==> config.mk <==
export PLATFORM = sky130hd
export DESIGN_NAME = rob_top
export DESIGN_NICKNAME = d
export VERILOG_FILES = /design/src/hdl/rob_pkg.sv /design/src/hdl/rob_ram.sv /design/src/hdl/rob_valid_bits.sv /design/src/hdl/rob_ring_ctrl.sv /design/src/hdl/rob_top.sv
export SDC_FILE = /design/constraint.sdc
export NUM_CORES = 2
export LEC_CHECK = 0
export ABC_AREA = 1
export BUFFER_PORTS_ARGS = -buffer_cell sky130_fd_sc_hd__buf_2
export CORE_UTILIZATION = 24
export DETAILED_ROUTE_END_ITERATION = 8
export GPL_ROUTABILITY_DRIVEN = 0
export PLACE_DENSITY = 0.4
export SYNTH_ARGS = -nofsm -noshare
export SYNTH_HDL_FRONTEND = slang
export SYNTH_HIERARCHICAL = 1
export SYNTH_SLANG_ARGS = --single-unit
==> constraint.sdc <==
create_clock -name clk -period 4.45 [get_ports clk]
set_input_delay 0.445 -clock clk [delete_from_list [all_inputs] [get_ports clk]]
set_output_delay 0.445 -clock clk [all_outputs]
set_load 0.05 [all_outputs]
==> src/hdl/rob_pkg.sv <==
// Shared definitions for the reorder buffer
//   Default slot count and payload widths
//   Width typedefs for data, meta-data and the ready-entry count
//   State encoding of the valid-bank init sweep

package rob_pkg;

    // ====================================================================
    // Default sizes
    // ====================================================================

    // Number of ring slots, which must be a power of two
    localparam int ROB_ENTRIES = 32;

    // Payload written by index when the result arrives
    localparam int DATA_BITS = 64;

    // Side information stored at allocation time
    localparam int META_BITS = 8;

    // ====================================================================
    // Types
    // ====================================================================

    typedef logic [DATA_BITS-1:0] t_rob_data;
    typedef logic [META_BITS-1:0] t_rob_meta;

    // Ready count only has to stay a little ahead of the consumer,
    // so three bits are plenty
    typedef logic [2:0] t_valid_cnt;

    // The valid banks clear themselves before any data may be written
    typedef enum logic
    {
        SWEEP,
        READY
    } t_sweep_state;

endpackage

==> src/hdl/rob_ram.sv <==
// Simple dual-port RAM for the reorder buffer payloads
//   Write port registered once before the array is updated
//   Read address register and one output register stage

`timescale 1ns/100ps

module rob_ram
#(
    parameter int N_ENTRIES = rob_pkg::ROB_ENTRIES,
    parameter int WIDTH     = rob_pkg::DATA_BITS
)
(
    input  logic                         clk,

    input  logic                         wen,
    input  logic [$clog2(N_ENTRIES)-1:0] waddr,
    input  logic [WIDTH-1:0]             wdata,

    input  logic [$clog2(N_ENTRIES)-1:0] raddr,
    output logic [WIDTH-1:0]             rdata
);

    localparam int IDX_BITS = $clog2(N_ENTRIES);

    logic [WIDTH-1:0]    mem [N_ENTRIES];

    logic                wen_q;
    logic [IDX_BITS-1:0] waddr_q;
    logic [WIDTH-1:0]    wdata_q;
    logic [IDX_BITS-1:0] raddr_q;

    // ====================================================================
    // Write path
    // ====================================================================

    // The write lands in the array one clock after it is presented,
    // so its data can be read two cycles later
    always_ff @(posedge clk)
    begin
        wen_q   <= wen;
        waddr_q <= waddr;
        wdata_q <= wdata;
    end

    always_ff @(posedge clk)
    begin
        if (wen_q)
        begin
            mem[waddr_q] <= wdata_q;
        end
    end

    // ====================================================================
    // Read path
    // ====================================================================

    // Address register followed by an output register, two cycles in all
    always_ff @(posedge clk)
    begin
        raddr_q <= raddr;
        rdata   <= mem[raddr_q];
    end

endmodule

==> src/hdl/rob_valid_bits.sv <==
// Valid-bit store of the reorder buffer
//   Two single-write-port banks indexed by the low bit of the slot index
//   Init sweep that clears every row after reset
//   Registered scan reads with a bypass for same-cycle writes

`timescale 1ns/100ps

module rob_valid_bits
#(
    parameter int N_ENTRIES = rob_pkg::ROB_ENTRIES
)
(
    input  logic                         clk,
    input  logic                         reset,

    input  logic                         enq_en,
    input  logic [$clog2(N_ENTRIES)-1:0] enq_idx,
    input  logic                         wtag,

    input  logic [$clog2(N_ENTRIES)-2:0] scan_idx0,
    input  logic [$clog2(N_ENTRIES)-2:0] scan_idx1,
    input  logic                         scan_tgt,

    output logic [1:0]                   bank_set,
    output logic                         banks_rdy
);

    localparam int IDX_BITS = $clog2(N_ENTRIES);
    localparam int N_ROWS   = N_ENTRIES / 2;

    typedef logic [IDX_BITS-2:0] t_half_idx;

    rob_pkg::t_sweep_state state;
    t_half_idx             sweep_row;
    t_half_idx             enq_row;
    t_half_idx             scan_row [2];

    // Upper index bits pick the row, the low bit picks the bank
    assign enq_row     = enq_idx[IDX_BITS-1:1];
    assign scan_row[0] = scan_idx0;
    assign scan_row[1] = scan_idx1;

    // ====================================================================
    // Init sweep
    // ====================================================================

    // Both banks are cleared in parallel, one row per cycle
    always_ff @(posedge clk)
    begin
        if (reset)
        begin
            state     <= rob_pkg::SWEEP;
            sweep_row <= '0;
        end
        else if (state == rob_pkg::SWEEP)
        begin
            sweep_row <= sweep_row + 1'b1;
            if (sweep_row == t_half_idx'(N_ROWS - 1))
            begin
                state <= rob_pkg::READY;
            end
        end
    end

    assign banks_rdy = (state == rob_pkg::READY);

    // ====================================================================
    // Banks
    // ====================================================================

    for (genvar p = 0; p < 2; p++)
    begin : g_bank
        logic      bits [N_ROWS];
        logic      enq_wen;
        logic      wen;
        t_half_idx waddr;
        logic      wdata;
        logic      value_q;
        logic      bypass_q;

        assign enq_wen = enq_en && (enq_idx[0] == 1'(p));

        // The sweep owns the write port until it has finished
        always_comb
        begin
            if (state == rob_pkg::SWEEP)
            begin
                wen   = 1'b1;
                waddr = sweep_row;
                wdata = 1'b0;
            end
            else
            begin
                wen   = enq_wen;
                waddr = enq_row;
                wdata = wtag;
            end
        end

        always_ff @(posedge clk)
        begin
            if (wen)
            begin
                bits[waddr] <= wdata;
            end
        end

        // A write to the row being scanned is not visible in the array read
        // of the same edge, so it is flagged alongside the read value
        always_ff @(posedge clk)
        begin
            value_q  <= bits[scan_row[p]];
            bypass_q <= enq_wen && (enq_row == scan_row[p]);
        end

        assign bank_set[p] = (value_q == scan_tgt) || bypass_q;
    end

    // Allocation is held off by not_full until the sweep ends, so no data
    // can exist for a write to collide with the clearing
    sweep_write_a: assert property (@(posedge clk) disable iff (reset)
        (state == rob_pkg::SWEEP) |-> !enq_en)
        else $error("rob_valid_bits: data write during init sweep");

endmodule

==> src/hdl/rob_ring_ctrl.sv <==
// Ring control of the reorder buffer
//   Newest and oldest pointers with the early full threshold
//   Valid tag that flips on every trip of oldest around the ring
//   Two-bank scan for data-ready entries and the ready count

`timescale 1ns/100ps

module rob_ring_ctrl
#(
    parameter int N_ENTRIES           = rob_pkg::ROB_ENTRIES,
    parameter int MIN_FREE_SLOTS      = 1,
    parameter int MAX_ALLOC_PER_CYCLE = 2
)
(
    input  logic                               clk,
    input  logic                               reset,

    input  logic [$clog2(MAX_ALLOC_PER_CYCLE):0] alloc,
    input  logic                               enq_en,
    input  logic [$clog2(N_ENTRIES)-1:0]       enq_idx,
    input  logic                               deq_en,

    input  logic                               banks_rdy,
    input  logic [1:0]                         bank_set,

    output logic                               not_full,
    output logic                               not_empty,
    output logic [$clog2(N_ENTRIES)-1:0]       newest,
    output logic [$clog2(N_ENTRIES)-1:0]       oldest,

    output logic [$clog2(N_ENTRIES)-2:0]       scan_idx0,
    output logic [$clog2(N_ENTRIES)-2:0]       scan_idx1,
    output logic                               scan_tgt,
    output logic                               wtag
);

    localparam int IDX_BITS = $clog2(N_ENTRIES);

    typedef logic [IDX_BITS-1:0] t_idx;

    // Wide enough for N_ENTRIES plus the full threshold terms
    typedef logic [IDX_BITS+1:0] t_count;

    t_idx   used_idx;
    t_count in_use;
    logic   valid_tag;

    logic                scan_bank;
    logic                scan_hit;
    rob_pkg::t_valid_cnt num_valid;

    // ====================================================================
    // Ring pointers
    // ====================================================================

    // Slots between oldest and newest are outstanding. One slot always stays
    // empty, so newest equal to oldest means an empty ring
    assign used_idx = newest - oldest;
    assign in_use   = t_count'(used_idx);

    // Report full early, so that even a widest allocation still leaves
    // MIN_FREE_SLOTS slots free behind it
    assign not_full = banks_rdy &&
        ((in_use + t_count'(MAX_ALLOC_PER_CYCLE) + t_count'(MIN_FREE_SLOTS))
         <= t_count'(N_ENTRIES));

    always_ff @(posedge clk)
    begin
        if (reset)
        begin
            newest <= '0;
            oldest <= '0;
        end
        else
        begin
            newest <= newest + t_idx'(alloc);
            oldest <= oldest + t_idx'(deq_en);
        end
    end

    // ====================================================================
    // Valid tag
    // ====================================================================

    // The valid banks start at zero, so the first trip marks data with a one.
    // Each later trip inverts the meaning, which avoids a second write port
    // for clearing bits on dequeue
    always_ff @(posedge clk)
    begin
        if (reset)
        begin
            valid_tag <= 1'b1;
        end
        else if (deq_en && (&oldest))
        begin
            valid_tag <= ~valid_tag;
        end
    end

    // Indices below oldest already belong to the next trip
    assign wtag = (enq_idx >= oldest) ? valid_tag : ~valid_tag;

    // ====================================================================
    // Scan for ready entries
    // ====================================================================

    // The banks are read in turn so each bank has a cycle to return its
    // registered value before it is tested again
    assign scan_hit = banks_rdy && bank_set[scan_bank] &&
                      (num_valid != rob_pkg::t_valid_cnt'(7));

    always_ff @(posedge clk)
    begin
        if (reset || !banks_rdy)
        begin
            scan_idx0 <= '0;
            scan_idx1 <= '0;
            scan_bank <= 1'b0;
            scan_tgt  <= 1'b1;
        end
        else if (scan_hit)
        begin
            if (scan_bank)
            begin
                scan_idx1 <= scan_idx1 + 1'b1;
                // Bank 1 holds the last slot of the ring, so its wrap ends a trip
                if (&scan_idx1)
                begin
                    scan_tgt <= ~scan_tgt;
                end
            end
            else
            begin
                scan_idx0 <= scan_idx0 + 1'b1;
            end
            scan_bank <= ~scan_bank;
        end
    end

    // Count of oldest entries whose data is known to be present
    always_ff @(posedge clk)
    begin
        if (reset)
        begin
            num_valid <= '0;
        end
        else
        begin
            num_valid <= num_valid - rob_pkg::t_valid_cnt'(deq_en) +
                         rob_pkg::t_valid_cnt'(scan_hit);
        end
    end

    assign not_empty = (num_valid != '0);

    // ====================================================================
    // Assertions
    // ====================================================================

    // The reserved gap in front of oldest must survive every allocation
    alloc_gap_a: assert property (@(posedge clk) disable iff (reset)
        (alloc != '0) |-> ((in_use + t_count'(alloc)) < t_count'(N_ENTRIES)))
        else $error("rob_ring_ctrl: allocation reached oldest");

    deq_empty_a: assert property (@(posedge clk) disable iff (reset)
        deq_en |-> not_empty)
        else $error("rob_ring_ctrl: dequeue while empty");

    // Data may only be written for a slot that is allocated and not yet released
    enq_slot_a: assert property (@(posedge clk) disable iff (reset)
        enq_en |-> (t_idx'(enq_idx - oldest) < used_idx))
        else $error("rob_ring_ctrl: data for a slot that is not outstanding");

    pow2_a: assert property (@(posedge clk)
        (N_ENTRIES & (N_ENTRIES - 1)) == 0)
        else $error("rob_ring_ctrl: N_ENTRIES must be a power of two");

endmodule

==> src/hdl/rob_top.sv <==
// Reorder buffer top level
//   Ring control, the two valid-bit banks and the payload RAMs
//   Meta-data is stored on allocation and data on arrival, both read at oldest

`timescale 1ns/100ps

module rob_top
#(
    parameter int N_ENTRIES           = rob_pkg::ROB_ENTRIES,
    parameter int MIN_FREE_SLOTS      = 1,
    parameter int MAX_ALLOC_PER_CYCLE = 2
)
(
    input  logic                                 clk,
    input  logic                                 reset,

    // Allocation of one or more sequential slots
    input  logic [$clog2(MAX_ALLOC_PER_CYCLE):0] alloc,
    input  rob_pkg::t_rob_meta                   alloc_meta,
    output logic                                 not_full,
    output logic [$clog2(N_ENTRIES)-1:0]         alloc_idx,

    // Out-of-order data arrival, always accepted
    input  logic                                 enq_en,
    input  logic [$clog2(N_ENTRIES)-1:0]         enq_idx,
    input  rob_pkg::t_rob_data                   enq_data,

    // In-order release, payload valid two cycles after deq_en
    input  logic                                 deq_en,
    output logic                                 not_empty,
    output rob_pkg::t_rob_data                   first_data,
    output rob_pkg::t_rob_meta                   first_meta
);

    localparam int IDX_BITS = $clog2(N_ENTRIES);

    logic [IDX_BITS-1:0] newest;
    logic [IDX_BITS-1:0] oldest;
    logic [IDX_BITS-2:0] scan_idx0;
    logic [IDX_BITS-2:0] scan_idx1;
    logic                scan_tgt;
    logic                wtag;
    logic [1:0]          bank_set;
    logic                banks_rdy;
    logic                meta_wen;

    // The first slot of an allocation is the handle the requester writes to
    assign alloc_idx = newest;

    // The meta RAM has one write port, so a multi-slot allocation records
    // alloc_meta in its first slot only
    assign meta_wen = (alloc != '0);

    // ====================================================================
    // Control and valid tracking
    // ====================================================================

    rob_ring_ctrl #(
        .N_ENTRIES           (N_ENTRIES),
        .MIN_FREE_SLOTS      (MIN_FREE_SLOTS),
        .MAX_ALLOC_PER_CYCLE (MAX_ALLOC_PER_CYCLE)
    ) rob_ring_ctrl_i (
        .clk       (clk),
        .reset     (reset),
        .alloc     (alloc),
        .enq_en    (enq_en),
        .enq_idx   (enq_idx),
        .deq_en    (deq_en),
        .banks_rdy (banks_rdy),
        .bank_set  (bank_set),
        .not_full  (not_full),
        .not_empty (not_empty),
        .newest    (newest),
        .oldest    (oldest),
        .scan_idx0 (scan_idx0),
        .scan_idx1 (scan_idx1),
        .scan_tgt  (scan_tgt),
        .wtag      (wtag)
    );

    rob_valid_bits #(
        .N_ENTRIES (N_ENTRIES)
    ) rob_valid_bits_i (
        .clk       (clk),
        .reset     (reset),
        .enq_en    (enq_en),
        .enq_idx   (enq_idx),
        .wtag      (wtag),
        .scan_idx0 (scan_idx0),
        .scan_idx1 (scan_idx1),
        .scan_tgt  (scan_tgt),
        .bank_set  (bank_set),
        .banks_rdy (banks_rdy)
    );

    // ====================================================================
    // Payload storage
    // ====================================================================

    rob_ram #(
        .N_ENTRIES (N_ENTRIES),
        .WIDTH     (rob_pkg::DATA_BITS)
    ) data_ram_i (
        .clk   (clk),
        .wen   (enq_en),
        .waddr (enq_idx),
        .wdata (enq_data),
        .raddr (oldest),
        .rdata (first_data)
    );

    rob_ram #(
        .N_ENTRIES (N_ENTRIES),
        .WIDTH     (rob_pkg::META_BITS)
    ) meta_ram_i (
        .clk   (clk),
        .wen   (meta_wen),
        .waddr (newest),
        .wdata (alloc_meta),
        .raddr (oldest),
        .rdata (first_meta)
    );

endmodule

==> metrics.txt <==
initial antenna violation count=15; grt ovf=0; vias in the first global route=between 60000 and 70000; Initial Utilization=24.17%; final number of hold-violating endpoints=0; row cnt=approximately 240; htree depth=5; crit-path max FO=6; clk sinks=2535; Seq/Total Area, Yosys=74.72%; Slew Viols, Final=0; Net Sw Power=around 13 mW; P_leak=between 40 and 50 nW; first-pass GRT wire length=around 460000 µm; post-synthesis cell count=a little over 8000; total core area=410500 µm²; dpl hpwl=154000 µm; DR iter-0 viols=approximately 5200; clock power share=between 40% and 50%; largest net degree at the start of global routing=160; top post-synthesis cells by area=edfxtp_1 (71%), nand2_1 (11%), nand3_1 (10%); clock tree buffer depth=4; Finished Cell Area=about 120000 µm²; Crit-path slowest cell=dfxtp_1; Achievable Freq=around 0.28 GHz; drt pass-1 iters=6; Die Area=416000 µm²; Power Dens Cells=roughly 470 nW/µm²; HP Class=in2reg; DR vias=63420; Yosys cell types=38; IO buf count=around 160; worst path cell trace=ha_1 > inv_1 > fa_1 > nand2_1 > nor2_1 > nand2_1 > nor2_1 > nand3_1 > nand2_1 > inv_1 > buf_2; slowest stage delay, CP=0.71 ns; top cells by count, synth=nand2_1 (2842), edfxtp_1 (2336), nand3_1 (2040), buf_2 (294), dfxtp_1 (199); critical path startpoint category=register; Clock Latency Late Sink=slightly above 0.9 ns; Die Y=around 640 µm; drt total wl=roughly 330000 µm; status=finished clean; number of nets in the layout=roughly 8500; Max-Cap Viols=0; RSZ-0062 raised after global routing=no; die span in x=644.9 µm; placed inst area=roughly 110000 µm²; synth warn=6; post-synthesis area per instance=between 10 and 15 µm²; share of the synthesized area in the top cell type=between 70% and 80%; number of remaining DRC errors=0; Post-synth EDFFs=around 2300; layout cells sized above 1=a little under a tenth; Setup TNS Final=0 ns; Worst slew margin=roughly a fifth; register area=about 74000 µm²; Synth-to-Final Area Change=17.67%; Combinational Power Share=7.4%; Int Power=between 40 and 50 mW; Async SR Flop Fraction=0%; switching part of the total=~24%; most common cell in the netlist=nand2_1; Crit path required time=approximately 4.0 ns; CP delay by family, top=adder cells; sequential power share=approximately half; Post-synth top flop=edfxtp_1; CP Class=reg2out; Synth Register Bits=2535; most used cell, CP=nand2_1; Worst Path Arrival=about 3 ns; Max IR drop VDD=around 0.26 mV; Cell Area, Synth=between 90000 and 100000 µm²; multi-input combinational cell area=approximately 22000 µm²; Post-DRT Antenna Nets=0; I/O pin count=roughly 160; Max Clock Skew=0.06773 ns; final period utilization=between 70% and 80%; top cell type by total area after synthesis=edfxtp_1; gr usage total=15.21%; minimum clock period=roughly 3.5 ns; CTS tree=done; worst path buffer plus inverter count=3; Num CTS Buffers=292; routed len/inst=about 23 µm; Setup Viol. Count Final=0; Crit. End Element=output pin; Fill cells=42100; net count after synthesis=around 8300; Clock Tree Root=clkbuf_16; Slew @ Worst Pin=around 1.2 ns; clk slew on worst S/H paths=approximately 0.060 ns; Via density=between 4 and 5
power by group through the flow:
stage | Sequential (mW) | Combinational [mW] | Clock (mW)
floorplan | 27.6 | 2.42 | 0
global placement | 27.5 | 4.04 | 0
detailed placement | 27.5 | 4.05 | 0
CTS | 27.0 | 4.12 | 24.3
global route | 27.0 | 4.48 | 25.2
finish | 27.0 | 4.04 | 23.6
layout by cell type (no fill, tap or decap), drive strengths merged:
master | synthesis | layout
nand4 | 5 | 5
diode | 0 | 8
xor2 | 3 | 3
a21oi | 28 | 28
o22ai | 1 | 1
ha | 18 | 18
o221ai | 1 | 1
nand3b | 2 | 2
nand3 | 2041 | 2041
o2111ai | 1 | 1
edfxtp | 2336 | 2336
xnor2 | 5 | 5
clkinv | 1 | 93
clkbuf | 89 | 408
dfxtp | 199 | 199
nor4 | 1 | 1
bufinv | 0 | 16
fa | 3 | 3
dlygate4sd3 | 0 | 83
clkinvlp | 0 | 3
nor2 | 125 | 125
buf | 407 | 315
inv | 98 | 109
or2 | 1 | 1
a211oi | 1 | 1
nor3 | 3 | 3
o211ai | 1 | 1
nand2 | 2846 | 2846
o21ai | 15 | 15
per-stage QoR:
stage / hold WS (ns) / utilization, % / cells / setup WS (ns) / total power [mW]
after CTS: 0.06934 / 28.44 / 14110 / 0.7362 / 55.43
after detailed placement: 0.3970 / 25.96 / 13500 / 1.541 / 31.54
final: 0.1661 / 28.44 / 14120 / 0.9190 / 54.65
after global routing: 0.1262 / 28.44 / 14120 / 0.6238 / 56.70
after global placement: 0.3989 / 25.96 / 13500 / 1.530 / 31.52
after floorplan: 0.3728 / - / 8231 / 0.6756 / 30.04
cell families (layout without fill, tap and decap cells):
kind of cell | after synthesis | in the layout | share of synthesized area [%]
DFF | 2535 | 2535 | 74.72
and+or+nand+nor | 5024 | 5024 | 21.67
buffers and inverters | 595 | 1027 | 2.971
AOI/OAI and AO/OA | 48 | 48 | 0.2825
adders and majority gates | 21 | 21 | 0.2875
other | 0 | 8 | 0
xor gates and xnor gates | 8 | 8 | 0.07063
flip-flops by register name, summed over array words and instances (netlist names), 2 cells and up:
name / cells
rob_ring_ctrl_i/num_valid: 3
rob_ring_ctrl_i/scan_idx0: 4
meta_ram_i/wdata_q: 8
rob_valid_bits_i/g_bank.bypass_q: 2
data_ram_i/wdata_q: 64
meta_ram_i/rdata: 8
rob_valid_bits_i/g_bank.bits: 32
rob_valid_bits_i/sweep_row: 4
data_ram_i/mem: 2048
meta_ram_i/waddr_q: 5
rob_ring_ctrl_i/scan_idx1: 4
meta_ram_i/mem: 256
rob_ring_ctrl_i/oldest: 5
rob_valid_bits_i/g_bank.value_q: 2
data_ram_i/waddr_q: 5
meta_ram_i/raddr_q: 5
rob_ring_ctrl_i/newest: 5
data_ram_i/raddr_q: 5
data_ram_i/rdata: 64
final cells by class:
| type | count | share of cell area [%] |
|---|---|---|
| multi-input cells | 5101 | 19.16 |
| clock inverters | 122 | 0.9956 |
| repair buffers | 398 | 3.110 |
| diodes | 8 | 0.01715 |
| well taps | 5451 | 5.842 |
| inverters | 99 | 0.3590 |
| clock buffers | 408 | 6.991 |
| flip-flops and latches | 2535 | 63.52 |
routing by layer:
metal	share of wire [%]	track usage, %	vias up
met2	49	25.93	1456
li1	-	-	29370
met3	4.5	2.125	371
met1	45	20.48	32220
met4	1.9	3.235	4
met5	0.0083	0	-
final timing paths:
path / startpoint / to / slack (ns) / cells past startpoint
worst max-delay path: rob_ring_ctrl_i/oldest[0] / not_full / 0.92 / 11
worst min-delay path: enq_data[61] / data_ram_i/wdata_q[61] / 0.17 / 2
worst max register to register: meta_ram_i/raddr_q[0] / meta_ram_i/rdata[2] / 1.55 / 10
worst min register to register: rob_ring_ctrl_i/oldest[3] / data_ram_i/raddr_q[3] / 0.40 / 0
timing repair:
item | in CTS | in global routing
buffers inserted | 0 | 0
hold buffers | 83 | 0
endpoints found under the hold margin | 93 | 0
gates resized for setup | 0 | 0
No activity file was read; power rests on OpenSTA's default activity.
